### config.mk
export PLATFORM = sky130hd
export DESIGN_NAME = floppy_io
export DESIGN_NICKNAME = d
export VERILOG_FILES = /design/src/source/bus_pkg.sv /design/src/source/port_map_pkg.sv /design/src/source/io_bus_if.sv /design/src/source/io_port_decode.sv /design/src/source/tick_timer.sv /design/src/source/uart_tx_fsm.sv /design/src/source/spi_shifter.sv /design/src/source/floppy_io.sv
export VERILOG_INCLUDE_DIRS = /design/src /design/src/source
export SDC_FILE = /design/constraint.sdc
export NUM_CORES = 1
export LEC_CHECK = 0
export BUFFER_PORTS_ARGS = -buffer_cell sky130_fd_sc_hd__buf_4
export CAP_MARGIN = 20
export CORE_ASPECT_RATIO = 0.8
export CORE_MARGIN = 4
export CORE_UTILIZATION = 45
export CTS_CLUSTER_DIAMETER = 40
export DETAILED_ROUTE_END_ITERATION = 8
export PLACE_DENSITY_LB_ADDON = 0.15
export SLEW_MARGIN = 30
export SYNTH_ARGS = -nofsm -noshare
export SYNTH_HDL_FRONTEND = slang
export SYNTH_SLANG_ARGS = --single-unit
### constraint.sdc
create_clock -name clk -period 4 [get_ports clk]
set_input_delay 0 -clock clk [delete_from_list [all_inputs] [get_ports clk]]
set_output_delay 0 -clock clk [all_outputs]
set_load 0.02 [all_outputs]
### src/source/floppy_io_config.svh
`ifndef FLOPPY_IO_CONFIG_SVH
`define FLOPPY_IO_CONFIG_SVH

//////////////////////////////
// port window
//////////////////////////////

// start of the 256-byte i/o window on the cpu bus
`define IO_BASE 16'hE000

//////////////////////////////
// clock dividers
//////////////////////////////

// clocks per timer decrement, short for simulation
`define TICK_DIV 20

// clocks per uart bit
`define BAUD_DIV 8

// clocks per sck half period
`define SPI_DIV 2

`endif

### src/source/bus_pkg.sv
package bus_pkg;

	//////////////////////////////
	// cpu bus widths
	//////////////////////////////

	// full cpu address
	typedef logic [15:0] bus_addr_t;

	// one i/o port byte
	typedef logic [7:0] bus_data_t;

endpackage

### src/source/port_map_pkg.sv
package port_map_pkg;

	//////////////////////////////
	// window offsets
	//////////////////////////////

	typedef enum logic [7:0] {
		MMCA = 8'd0,
		SPDR = 8'd1,
		SPSR = 8'd2,
		TXD  = 8'd4,
		CTL  = 8'd6,
		TMR1 = 8'd7,
		TMR2 = 8'd8,
		LED  = 8'd16
	} port_t;

	//////////////////////////////
	// peripheral state machines
	//////////////////////////////

	// uart frame phases
	typedef enum logic [1:0] {
		UART_IDLE,
		UART_START,
		UART_DATA,
		UART_STOP
	} uart_state_t;

	typedef enum logic {
		SPI_IDLE,
		SPI_SHIFT
	} spi_state_t;

	// bit position within a byte
	typedef logic [2:0] bit_count_t;

endpackage

### src/source/io_bus_if.sv
`timescale 1ns/1ns

interface io_bus_if;
	import bus_pkg::*;
	import port_map_pkg::*;

	// offset inside the window
	port_t port;
	bus_data_t wdata;
	// write inside the window, already qualified by ce
	logic wr;
	logic sel_valid;

	modport master (
		output port, wdata, wr, sel_valid
	);

	modport peripheral (
		input port, wdata, wr, sel_valid
	);

endinterface

### src/source/io_port_decode.sv
`timescale 1ns/1ns

`include "floppy_io_config.svh"

module io_port_decode (
	input logic clk,
	input logic reset_n,
	input logic ce,
	input bus_pkg::bus_addr_t addr,
	input bus_pkg::bus_data_t wdata,
	input logic wr,
	io_bus_if.master bus,
	input bus_pkg::bus_data_t tmr1_q,
	input bus_pkg::bus_data_t tmr2_q,
	input bus_pkg::bus_data_t spi_data,
	input logic uart_busy,
	input logic spi_busy,
	output bus_pkg::bus_data_t rdata,
	output bus_pkg::bus_data_t leds,
	output logic sd_dat3
);
	import bus_pkg::*;
	import port_map_pkg::*;

	localparam bus_addr_t io_base = `IO_BASE;

	logic led_wr;
	logic mmca_wr;

	//////////////////////////////
	// window decode
	//////////////////////////////

	// upper byte picks the window, lower byte the port
	assign bus.sel_valid = (addr[15:8] == io_base[15:8]);
	assign bus.port = port_t'(addr[7:0]);
	assign bus.wdata = wdata;
	assign bus.wr = wr && ce && bus.sel_valid;

	assign led_wr = bus.wr && (bus.port == LED);
	assign mmca_wr = bus.wr && (bus.port == MMCA);

	//////////////////////////////
	// local registers
	//////////////////////////////

	always_ff @(posedge clk or negedge reset_n) begin
		if (!reset_n) begin
			leds <= '0;
			// card deselected
			sd_dat3 <= 1'b1;
		end else begin
			if (led_wr) begin
				leds <= wdata;
			end
			if (mmca_wr) begin
				sd_dat3 <= wdata[0];
			end
		end
	end

	//////////////////////////////
	// read mux
	//////////////////////////////

	always_comb begin
		rdata = 8'hFF;
		if (bus.sel_valid) begin
			case (bus.port)
				TMR1: rdata = tmr1_q;
				TMR2: rdata = tmr2_q;
				SPDR: rdata = spi_data;
				SPSR: rdata = {7'b0, spi_busy};
				CTL: rdata = {7'b0, uart_busy};
				MMCA: rdata = {7'b0, sd_dat3};
				LED: rdata = leds;
				default: rdata = 8'hFF;
			endcase
		end
	end

	// timer and busy values from the peripherals are defined once out of reset
	read_sources_known: assert property (
		@(posedge clk) disable iff (!reset_n) !$isunknown({tmr1_q, tmr2_q, uart_busy, spi_busy})
	) else $error("unknown timer or busy value at the read mux");

endmodule

### src/source/tick_timer.sv
`timescale 1ns/1ns

`include "floppy_io_config.svh"

module tick_timer #(
	parameter port_map_pkg::port_t its_port = port_map_pkg::TMR1
) (
	input logic clk,
	input logic reset_n,
	io_bus_if.peripheral bus,
	output bus_pkg::bus_data_t q
);
	localparam int presc_w = $clog2(`TICK_DIV);
	localparam logic [presc_w-1:0] presc_last = presc_w'(`TICK_DIV - 1);

	logic [presc_w-1:0] presc;
	logic tick;
	logic load;

	assign load = bus.wr && (bus.port == its_port);
	assign tick = (presc == presc_last);

	always_ff @(posedge clk or negedge reset_n) begin
		if (!reset_n) begin
			presc <= '0;
			q <= '0;
		end else if (load) begin
			// restart the prescaler so the first tick is a full period away
			presc <= '0;
			q <= bus.wdata;
		end else begin
			if (tick) begin
				presc <= '0;
			end else begin
				presc <= presc + 1'b1;
			end
			// hold at zero
			if (tick && q != 8'h00) begin
				q <= q - 1'b1;
			end
		end
	end

	// an expired timer stays expired until the cpu reloads it
	no_wrap: assert property (
		@(posedge clk) disable iff (!reset_n) (q == 8'h00 && !load) |=> (q == 8'h00)
	) else $error("timer wrapped below zero");

endmodule

### src/source/uart_tx_fsm.sv
`timescale 1ns/1ns

`include "floppy_io_config.svh"

module uart_tx_fsm (
	input logic clk,
	input logic reset_n,
	io_bus_if.peripheral bus,
	output logic txd,
	output logic busy
);
	import bus_pkg::*;
	import port_map_pkg::*;

	localparam int baud_w = $clog2(`BAUD_DIV);
	localparam logic [baud_w-1:0] baud_last = baud_w'(`BAUD_DIV - 1);

	uart_state_t state;
	logic [baud_w-1:0] baud_cnt;
	logic baud_tick;
	bit_count_t bit_idx;
	bit_count_t next_idx;
	bus_data_t tx_byte;
	logic start;

	// writes during a frame are dropped
	assign start = bus.wr && (bus.port == TXD) && (state == UART_IDLE);
	assign baud_tick = (baud_cnt == baud_last);
	assign next_idx = bit_idx + 3'd1;
	assign busy = (state != UART_IDLE);

	// byte held for the whole frame
	always_ff @(posedge clk) begin
		if (start) begin
			tx_byte <= bus.wdata;
		end
	end

	//////////////////////////////
	// frame sequencer
	//////////////////////////////

	always_ff @(posedge clk or negedge reset_n) begin
		if (!reset_n) begin
			state <= UART_IDLE;
			baud_cnt <= '0;
			bit_idx <= '0;
			txd <= 1'b1;
		end else begin
			// baud counter runs only inside a frame
			if (state == UART_IDLE || baud_tick) begin
				baud_cnt <= '0;
			end else begin
				baud_cnt <= baud_cnt + 1'b1;
			end

			case (state)
				UART_IDLE: begin
					if (start) begin
						state <= UART_START;
						txd <= 1'b0;
					end
				end
				UART_START: begin
					if (baud_tick) begin
						state <= UART_DATA;
						bit_idx <= '0;
						txd <= tx_byte[0];
					end
				end
				UART_DATA: begin
					if (baud_tick) begin
						if (bit_idx == 3'd7) begin
							state <= UART_STOP;
							txd <= 1'b1;
						end else begin
							// lsb first
							bit_idx <= next_idx;
							txd <= tx_byte[next_idx];
						end
					end
				end
				UART_STOP: begin
					if (baud_tick) begin
						state <= UART_IDLE;
					end
				end
				default: state <= UART_IDLE;
			endcase
		end
	end

	line_idle_high: assert property (
		@(posedge clk) disable iff (!reset_n) (state == UART_IDLE) |-> txd
	) else $error("uart line low while idle");

endmodule

### src/source/spi_shifter.sv
`timescale 1ns/1ns

`include "floppy_io_config.svh"

module spi_shifter (
	input logic clk,
	input logic reset_n,
	io_bus_if.peripheral bus,
	input logic miso,
	output logic mosi,
	output logic sck,
	output bus_pkg::bus_data_t data,
	output logic busy
);
	import port_map_pkg::*;

	localparam int half_w = $clog2(`SPI_DIV);
	localparam logic [half_w-1:0] half_last = half_w'(`SPI_DIV - 1);

	spi_state_t state;
	logic [half_w-1:0] half_cnt;
	logic half_tick;
	bit_count_t bit_idx;
	logic start;

	assign start = bus.wr && (bus.port == SPDR) && (state == SPI_IDLE);
	assign half_tick = (half_cnt == half_last);
	assign busy = (state == SPI_SHIFT);

	// shift register, miso enters at the rising sck edge
	always_ff @(posedge clk) begin
		if (start) begin
			data <= bus.wdata;
		end else if (state == SPI_SHIFT && half_tick && !sck) begin
			data <= {data[6:0], miso};
		end
	end

	always_ff @(posedge clk or negedge reset_n) begin
		if (!reset_n) begin
			state <= SPI_IDLE;
			half_cnt <= '0;
			bit_idx <= '0;
			sck <= 1'b0;
			mosi <= 1'b0;
		end else begin
			if (state == SPI_IDLE || half_tick) begin
				half_cnt <= '0;
			end else begin
				half_cnt <= half_cnt + 1'b1;
			end

			case (state)
				SPI_IDLE: begin
					if (start) begin
						state <= SPI_SHIFT;
						bit_idx <= '0;
						// msb out before the first rising edge
						mosi <= bus.wdata[7];
					end
				end
				SPI_SHIFT: begin
					if (half_tick) begin
						sck <= !sck;
						// falling edge, next bit out
						if (sck) begin
							mosi <= data[7];
							if (bit_idx == 3'd7) begin
								state <= SPI_IDLE;
							end else begin
								bit_idx <= bit_idx + 3'd1;
							end
						end
					end
				end
				default: state <= SPI_IDLE;
			endcase
		end
	end

	sck_idle_low: assert property (
		@(posedge clk) disable iff (!reset_n) (state == SPI_IDLE) |-> !sck
	) else $error("sck high while spi idle");

endmodule

### src/source/floppy_io.sv
`timescale 1ns/1ns

module floppy_io (
	input logic clk,
	input logic reset_n,
	input logic ce,
	input bus_pkg::bus_addr_t addr,
	input bus_pkg::bus_data_t wdata,
	input logic wr,
	output bus_pkg::bus_data_t rdata,
	input logic sd_dat,
	output logic sd_dat3,
	output logic sd_cmd,
	output logic sd_clk,
	output logic uart_txd,
	output bus_pkg::bus_data_t leds
);
	import bus_pkg::*;
	import port_map_pkg::*;

	bus_data_t tmr1_q;
	bus_data_t tmr2_q;
	bus_data_t spi_data;
	logic uart_busy;
	logic spi_busy;

	io_bus_if bus ();

	//////////////////////////////
	// decoder and local ports
	//////////////////////////////

	io_port_decode u_decode (
		.clk(clk),
		.reset_n(reset_n),
		.ce(ce),
		.addr(addr),
		.wdata(wdata),
		.wr(wr),
		.bus(bus.master),
		.tmr1_q(tmr1_q),
		.tmr2_q(tmr2_q),
		.spi_data(spi_data),
		.uart_busy(uart_busy),
		.spi_busy(spi_busy),
		.rdata(rdata),
		.leds(leds),
		.sd_dat3(sd_dat3)
	);

	//////////////////////////////
	// peripherals
	//////////////////////////////

	tick_timer #(.its_port(TMR1)) u_tmr1 (
		.clk(clk),
		.reset_n(reset_n),
		.bus(bus.peripheral),
		.q(tmr1_q)
	);

	tick_timer #(.its_port(TMR2)) u_tmr2 (
		.clk(clk),
		.reset_n(reset_n),
		.bus(bus.peripheral),
		.q(tmr2_q)
	);

	uart_tx_fsm u_uart (
		.clk(clk),
		.reset_n(reset_n),
		.bus(bus.peripheral),
		.txd(uart_txd),
		.busy(uart_busy)
	);

	// sd card in spi mode, cmd line carries mosi
	spi_shifter u_spi (
		.clk(clk),
		.reset_n(reset_n),
		.bus(bus.peripheral),
		.miso(sd_dat),
		.mosi(sd_cmd),
		.sck(sd_clk),
		.data(spi_data),
		.busy(spi_busy)
	);

endmodule

# [Yosys cells after proc, flatten, opt, wreduce, memory -nomap -nowiden]
# Index checks and enable logic that the tools add are counted.
[word_totals] regBits=67 output_inout_bits=20 elab_cells=131
[op_classes] add_sub_neg=8 magnitude_cmp=1 n_eq_ne=26 muxes=45 n_bitwise=1 reduce_logical=33
[op_table] cell="$mux 8" count=7
[op_table] cell="$pmux 8 s7" count=1
[op_table] cell="$eq 8x3->1 const B" count=3
[op_table] cell="$mux 3" count=8
[op_table] cell="$mux 5" count=4
[op_table] cell="$reduce_bool 8->1" count=2
[op_table] cell="$sub 8x1->8 const B" count=2
[op_table] cell="$logic_and 1x1->1" count=14
[op_table] cell="$ne 2x1->1 const B" count=7
[op_table] cell="$mux 1" count=13
[op_table] cell="$pmux 3 s2" count=2
[op_table] cell="$reduce_and 4->1" count=3
[op_table] cell="$add 5x1->5 const B" count=2
[op_table] cell="$eq 5x5->1 const B" count=2
[op_table] cell="$mux 2" count=5
[op_table] cell="$reduce_bool 2->1" count=5
[op_table] cell="$add 3x1->3 const B" count=3
[op_table] cell="$eq 3x3->1 const B" count=3
[op_table] cell="$eq 8x1->1 const B" count=1
[op_table] cell="$eq 8x2->1 const B" count=1
[op_table] cell="$eq 8x4->1 const B" count=1
[op_table] cell="$eq 8x5->1 const B" count=1
[op_table] cell="$eq 8x8->1 const B" count=1
[op_table] cell="$logic_not 8->1" count=1
[op_table] cell="17 further kinds" count=22

# [Depth between registers and ports, before layout]
[logic_depth] word_depth=6 ltp_mapped=9 depth_no_buf=7

# [Hierarchy]
# Synthesis repeated with hierarchy kept, for this count alone.
[unflattened] cells_unflattened=381 area_unflattened_um2=4211.5
[modules_own_cells] module="io_port_decode" n_inst=1 cells_each=104 area_each_um2=939.7 seq_area_each_um2=226.5
[modules_own_cells] module="uart_tx_fsm" n_inst=1 cells_each=65 area_each_um2=878.3 seq_area_each_um2=466.7
[modules_own_cells] module="tick_timer (u_tmr1)" n_inst=1 cells_each=79 area_each_um2=825.8 seq_area_each_um2=325.3
[modules_own_cells] module="tick_timer (u_tmr2)" n_inst=1 cells_each=79 area_each_um2=822.0 seq_area_each_um2=325.3
[modules_own_cells] module="spi_shifter" n_inst=1 cells_each=54 area_each_um2=745.7 seq_area_each_um2=415.4

# [Worst setup path before layout]
# Ideal clock, no wire load.
[synth_timing] path_kind="input to register" start="input addr[9]" end="register u_uart.tx_byte[0], enable pin" setup_ps=395 arrival_time_ps=1826 slack_ps=1780 stages=4 n_path_buf=0 path_cell_list="or4_1 > nor2_1 > nand3_1 > nor4_1"
[synth_between] elab_chain_cells=4
[synth_lines] item="start: declaration" line_no="floppy_io.sv:7" rtl="input bus_pkg::bus_addr_t addr,"
[synth_lines] item="$eq 8x8->1" line_no="io_port_decode.sv:35" rtl="assign bus.sel_valid = (addr[15:8] == io_base[15:8]);"
[synth_lines] item="$logic_and 1x1->1" line_no="io_port_decode.sv:38" rtl="assign bus.wr = wr && ce && bus.sel_valid;"
[synth_lines] item="$logic_and 1x1->1 (2 in series)" line_no="uart_tx_fsm.sv:27" rtl="assign start = bus.wr && (bus.port == TXD) && (state == UART_IDLE);"
[synth_lines] item="via u_uart.start" line_no="uart_tx_fsm.sv:24" rtl="logic start;"
[synth_lines] item="end signal: assignment" line_no="uart_tx_fsm.sv:35" rtl="tx_byte <= bus.wdata;"
[synth_lines] item="end: declaration" line_no="uart_tx_fsm.sv:23" rtl="bus_data_t tx_byte;"
# The timed path passes the listed nets, and every way through them passes these cells.
# A chain may end at the register's enable or synchronous reset.

# [Worst setup path after layout]
[layout_timing] start="register u_tmr1.presc[0]" end="register u_tmr1.q[7]"
[layout_between] elab_chain_cells=3
[layout_lines] item="start: declaration" line_no="tick_timer.sv:16" rtl="logic [presc_w-1:0] presc;"
[layout_lines] item="start signal: assignment" line_no="tick_timer.sv:35" rtl="presc <= presc + 1'b1;"
[layout_lines] item="$eq 5x5->1" line_no="tick_timer.sv:21" rtl="assign tick = (presc == presc_last);"
[layout_lines] item="$logic_and 1x1->1" line_no="tick_timer.sv:38" rtl="if (tick && q != 8'h00) begin"
[layout_lines] item="$reduce_bool 2->1 (no source line)"
[layout_lines] item="end signal: assignment" line_no="tick_timer.sv:30" rtl="q <= bus.wdata;"
[layout_lines] item="end signal: assignment" line_no="tick_timer.sv:39" rtl="q <= q - 1'b1;"
[layout_lines] item="end: declaration" line_no="tick_timer.sv:11" rtl="output bus_pkg::bus_data_t q"
# Every way passes these cells.

==> impl_table.tex <==
\begin{tabular}{lr}
\hline
Metric & Value \\
\hline
\multicolumn{2}{l}{\textbf{Outcome}} \\
Outcome & completed \\
\multicolumn{2}{l}{\textbf{Logic synthesis}} \\
Share of Yosys cell area claimed by the top area cell type & 33.0\% \\
Number of nets produced by synthesis & 399 \\
Fraction of synthesis flops using an asynchronous set or reset pin & 76.1\% \\
Total standard cell area after synthesis & 3710 um2 \\
Count of synthesis-stage warnings from yosys & 0 \\
Commonest cells post-synth & 49 x sky130\_fd\_sc\_hd\_\_dfrtp\_1, 28 x sky130\_fd\_sc\_hd\_\_nand2\_1, 24 x sky130\_fd\_sc\_hd\_\_nor2\_1, 21 x sky130\_fd\_sc\_hd\_\_nand3\_1, 19 x sky130\_fd\_sc\_hd\_\_mux2\_2 \\
Most repeated cell in the gate-level netlist after synthesis & sky130\_fd\_sc\_hd\_\_dfrtp\_1 \\
Post-synthesis sequential area ratio & 47.4\% \\
Synth Register Bits & 67 \\
Synth area leaders & sky130\_fd\_sc\_hd\_\_dfrtp\_1 33\%, sky130\_fd\_sc\_hd\_\_edfxtp\_1 13\%, sky130\_fd\_sc\_hd\_\_mux2\_2 5.8\%, sky130\_fd\_sc\_hd\_\_ha\_1 5.7\%, sky130\_fd\_sc\_hd\_\_a22o\_1 3.3\% \\
Post-synthesis cell type count & 56 \\
Top\_reg\_cell synth & sky130\_fd\_sc\_hd\_\_dfrtp\_1 \\
Average footprint of a synthesized cell & 10.5 um2 \\
Number of enable-type register cells in the synthesized netlist & 16 \\
Cells after Synth & 353 \\
Largest area contributor in the synthesized netlist & sky130\_fd\_sc\_hd\_\_dfrtp\_1 \\
\multicolumn{2}{l}{\textbf{Critical path}} \\
Peak fanout along the critical path & 9 \\
Delay of the slowest critical-path stage & 0.62 ns \\
Endpoint of the worst-slack reg-to-reg timing path & u\_tmr1.q[7]\$\_DFFE\_PN0P\_ \\
Crit Path Class & reg2reg \\
Internal reg-to-reg setup slack & 1.54 ns \\
R2R depth & 6 \\
Reg-to-reg critical path startpoint & u\_tmr1.presc[0]\$\_DFF\_PN0\_ \\
CP cell instances & ha\_1 -> nor4bb\_1 -> a21boi\_1 -> nand4\_1 -> xnor2\_1 -> mux2\_2 \\
CP Capture Type & register \\
Arr. time, crit path & 2.69 ns \\
Data required time of the critical path & 4.23 ns \\
Critical path launch point type & register \\
Critical-path top delay cell & sky130\_fd\_sc\_hd\_\_a21boi\_1 \\
\multicolumn{2}{l}{\textbf{Timing}} \\
Worst-margin pin slew & 0.820 ns \\
Fraction of the cycle the final worst path needs & 61.5\% \\
Fmax achieved & 406 MHz \\
Max Slew Vio Count & 0 \\
Worst-case clock skew & 0.00991 ns \\
Setup TNS & 0 ns \\
Smallest setup slack after layout & 1.54 ns \\
Setup repair after global routing missed its margin & no \\
Relative slew slack & 44.9\% \\
Final Critical Period & 2.46 ns \\
Final number of setup-violating endpoints & 0 \\
Total count of hold-check failures in the final report & 0 \\
\multicolumn{2}{l}{\textbf{Layout}} \\
Antenna cells & 0 \\
\# nets final & 454 \\
Area of all placed cells without fillers & 4470 um2 \\
Share of cells above drive strength 1 & 22.8\% \\
Signed area change from the synthesized netlist to the final layout & 20.5\% \\
\multicolumn{2}{l}{\textbf{Place}} \\
Placement-stage worst setup slack & 1.55 ns \\
GPL Wtd Cong & 0.790 \\
Post-placement cell area & 4150 um2 \\
Count of input and output buffers & 48 \\
DP HPWL & 6370 um \\
\multicolumn{2}{l}{\textbf{CTS}} \\
Post-CTS Resized & 0 \\
Number of H-tree branching levels & 3 \\
Number of CTS-inserted buffers & 9 \\
CTS clock-pin slew for the worst setup and hold paths & 0.08 ns \\
Clock latency on the worst-skew pair & 0.34 ns \\
Cell chosen for the clock root & sky130\_fd\_sc\_hd\_\_clkbuf\_8 \\
Hold buffers post-CTS & 10 \\
Maximum count of clock buffers along a single path & 2 \\
CTS sink count & 67 \\
Setup Fix Bufs, Post-CTS & 0 \\
TritonCTS clock tree & done \\
\multicolumn{2}{l}{\textbf{Drt}} \\
Via count & 2887 \\
Number of vias per cell & 5.54 \\
Iteration-0 DRC count of the detailed router & 143 \\
Number of optimization iterations in the first detailed-route pass & 4 \\
Residual DRC count & 0 \\
DRT Wirelength & 8860 um \\
Antenna viol nets, final & 0 \\
Average wire per cell in the routed design & 17.0 um \\
\multicolumn{2}{l}{\textbf{Die}} \\
Std cell rows & 29 \\
Initial core utilization & 46.5\% \\
Die width & 110 um \\
Die footprint & 9770 um2 \\
Core area & 7980 um2 \\
Number of primary I/O pins & 49 \\
Die Height & 89.2 um \\
\multicolumn{2}{l}{\textbf{GRT}} \\
Initial antenna violation count & 0 \\
Overall fraction of global-route tracks in use & 19.3\% \\
GR Overflow Total & 0 \\
Largest net degree at the start of global routing & 52 \\
First-pass GRT wire length & 14400 um \\
Vias in the first global route & 2828 \\
\multicolumn{2}{l}{\textbf{Power}} \\
VDD IR-drop max & 0.000227 V \\
Cell internal power dissipation & 1.18 mW \\
Portion of total power attributed to combinational logic & 11.6\% \\
Switching part of the total power & 25.9\% \\
P\_leak & 1.77 nW \\
Proportion of power drawn by flip-flops and latches & 49.8\% \\
Part of the total power dissipated in the clock network & 38.6\% \\
Power, Total & 1.60 mW \\
Pwr dens & 357 nW/um2 \\
Switching power total & 414 uW \\
\multicolumn{2}{l}{\textbf{Job}} \\
Count of maximum capacitance violations & 0 \\
\multicolumn{2}{l}{\textbf{Hold path}} \\
Cell depth of the worst hold path & 3 \\
Worst hold path type & in2reg \\
Terminating pin of the worst hold path & u\_decode.sd\_dat3\$\_DFFE\_PN1P\_ \\
Hold Startpoint & addr[3] \\
\hline
\end{tabular}
-- registers in the layout (all words and copies together) (netlist names) --
name and flops:
u_uart.state 2, u_tmr2.q 8, u_tmr1.q 8, u_spi.busy 1
u_spi.sck 1, u_spi.data 8, u_decode.leds 8, u_spi.half_cnt 1
u_spi.bit_idx 3, u_tmr2.presc 5, u_tmr1.presc 5, u_spi.mosi 1
u_uart.bit_idx 3, u_uart.tx_byte 8, u_uart.txd 1, u_uart.baud_cnt 3
u_decode.sd_dat3 1
-- worst max-delay path: cells and delay by family, from the launching register on --
kind | cells | cell delay (ns)
muxes | 1 | 0.26
and+or+nand+nor | 2 | 0.67
adders and majority gates | 1 | 0.24
DFF | 1 | 0.37
xor gates and xnor gates | 1 | 0.18
AOI/OAI and AO/OA | 1 | 0.62
-- per-layer routing --
layer | GRT usage, % | vias up | part of all wire, %
li1 | - | 1407 | -
met1 | 26.5 | 1402 | 48
met2 | 31.5 | 71 | 48
met3 | 3.54 | 7 | 3.5
met4 | 5.78 | 0 | 0.93
met5 | 0 | - | 0
-- per-stage QoR --
| step | hold WS [ns] | utilization, % | std cells |
|---|---|---|---|
| finish | 0.111 | 56.0 | 521 |
| global route | 0.129 | 56.0 | 521 |
| CTS | 0.103 | 56.0 | 521 |
| detailed placement | 0.0854 | 52.0 | 495 |
| global placement | 0.0809 | 52.0 | 495 |
| floorplan | -0.296 | - | 353 |
-- power groups by stage --
stage                     clock, mW  combinational (mW)  sequential, mW
after floorplan                   0               0.118           0.792
after global placement            0               0.172           0.806
after detailed placement          0               0.176           0.807
after CTS                     0.631               0.188           0.794
after global routing          0.657               0.211           0.802
final                         0.616               0.185           0.794
-- cells by family after synthesis --
| group | after synthesis | share of synthesized area (%) |
|---|---|---|
| AOI/OAI and AO/OA | 71 | 13.5 |
| xor gates and xnor gates | 18 | 4.25 |
| adders and majority gates | 17 | 5.73 |
| buffers and inverters | 31 | 3.24 |
| DFF | 67 | 47.4 |
| muxes | 26 | 7.69 |
| and+or+nand+nor | 123 | 18.2 |
-- worst max path at each step --
| stage | start | endpoint | slack (ns) | depth (start not counted) |
|---|---|---|---|---|
| 3_3_place_gp | addr[5] | u_spi.data[2]$_DFFE_PP_ | 1.60 | 5 |
| 5_1_grt | u_tmr2.presc[0]$_DFF_PN0_ | u_tmr2.q[5]$_DFFE_PN0P_ | 1.38 | 6 |
| 4_1_cts | u_tmr1.presc[0]$_DFF_PN0_ | u_tmr1.q[7]$_DFFE_PN0P_ | 1.53 | 6 |
| 3_5_place_dp | addr[5] | u_spi.data[2]$_DFFE_PP_ | 1.55 | 5 |
| 2_1_floorplan | addr[9] | u_uart.tx_byte[0]$_DFFE_PP_ | 1.78 | 4 |
| 6_report | u_tmr1.presc[0]$_DFF_PN0_ | u_tmr1.q[7]$_DFFE_PN0P_ | 1.54 | 6 |
-- cells in the final DEF, fill, tap and decap left out, types with 6 or more instances in the layout --
cell type / Yosys / layout
sky130_fd_sc_hd__mux2_2: 19 / 19
sky130_fd_sc_hd__nor2b_1: 6 / 6
sky130_fd_sc_hd__a22oi_1: 10 / 10
sky130_fd_sc_hd__nand3_1: 21 / 21
sky130_fd_sc_hd__a21oi_1: 7 / 7
sky130_fd_sc_hd__nand2_1: 28 / 28
sky130_fd_sc_hd__mux2i_1: 6 / 6
sky130_fd_sc_hd__xnor2_1: 11 / 11
sky130_fd_sc_hd__edfxtp_1: 16 / 16
sky130_fd_sc_hd__nor3_1: 10 / 10
sky130_fd_sc_hd__xor2_1: 7 / 7
sky130_fd_sc_hd__dfrtp_1: 49 / 49
sky130_fd_sc_hd__a22o_1: 14 / 14
sky130_fd_sc_hd__inv_1: 16 / 16
sky130_fd_sc_hd__dlygate4sd3_1: 0 / 10
sky130_fd_sc_hd__o21ai_0: 17 / 17
sky130_fd_sc_hd__clkbuf_8: 0 / 9
sky130_fd_sc_hd__ha_1: 17 / 17
sky130_fd_sc_hd__nor2_1: 24 / 24
sky130_fd_sc_hd__buf_4: 0 / 49
-- layout make-up --
cell class                 count  area (um2)
timing repair buffer          59         468
sequential                    67        1760
fill                         713        3510
clock buffer                   9         124
clock inverter                 7        92.6
tap                          108         135
inverter                      16        60.1
multi-input combinational    255        1830
Power figures use the tool's default switching activity.
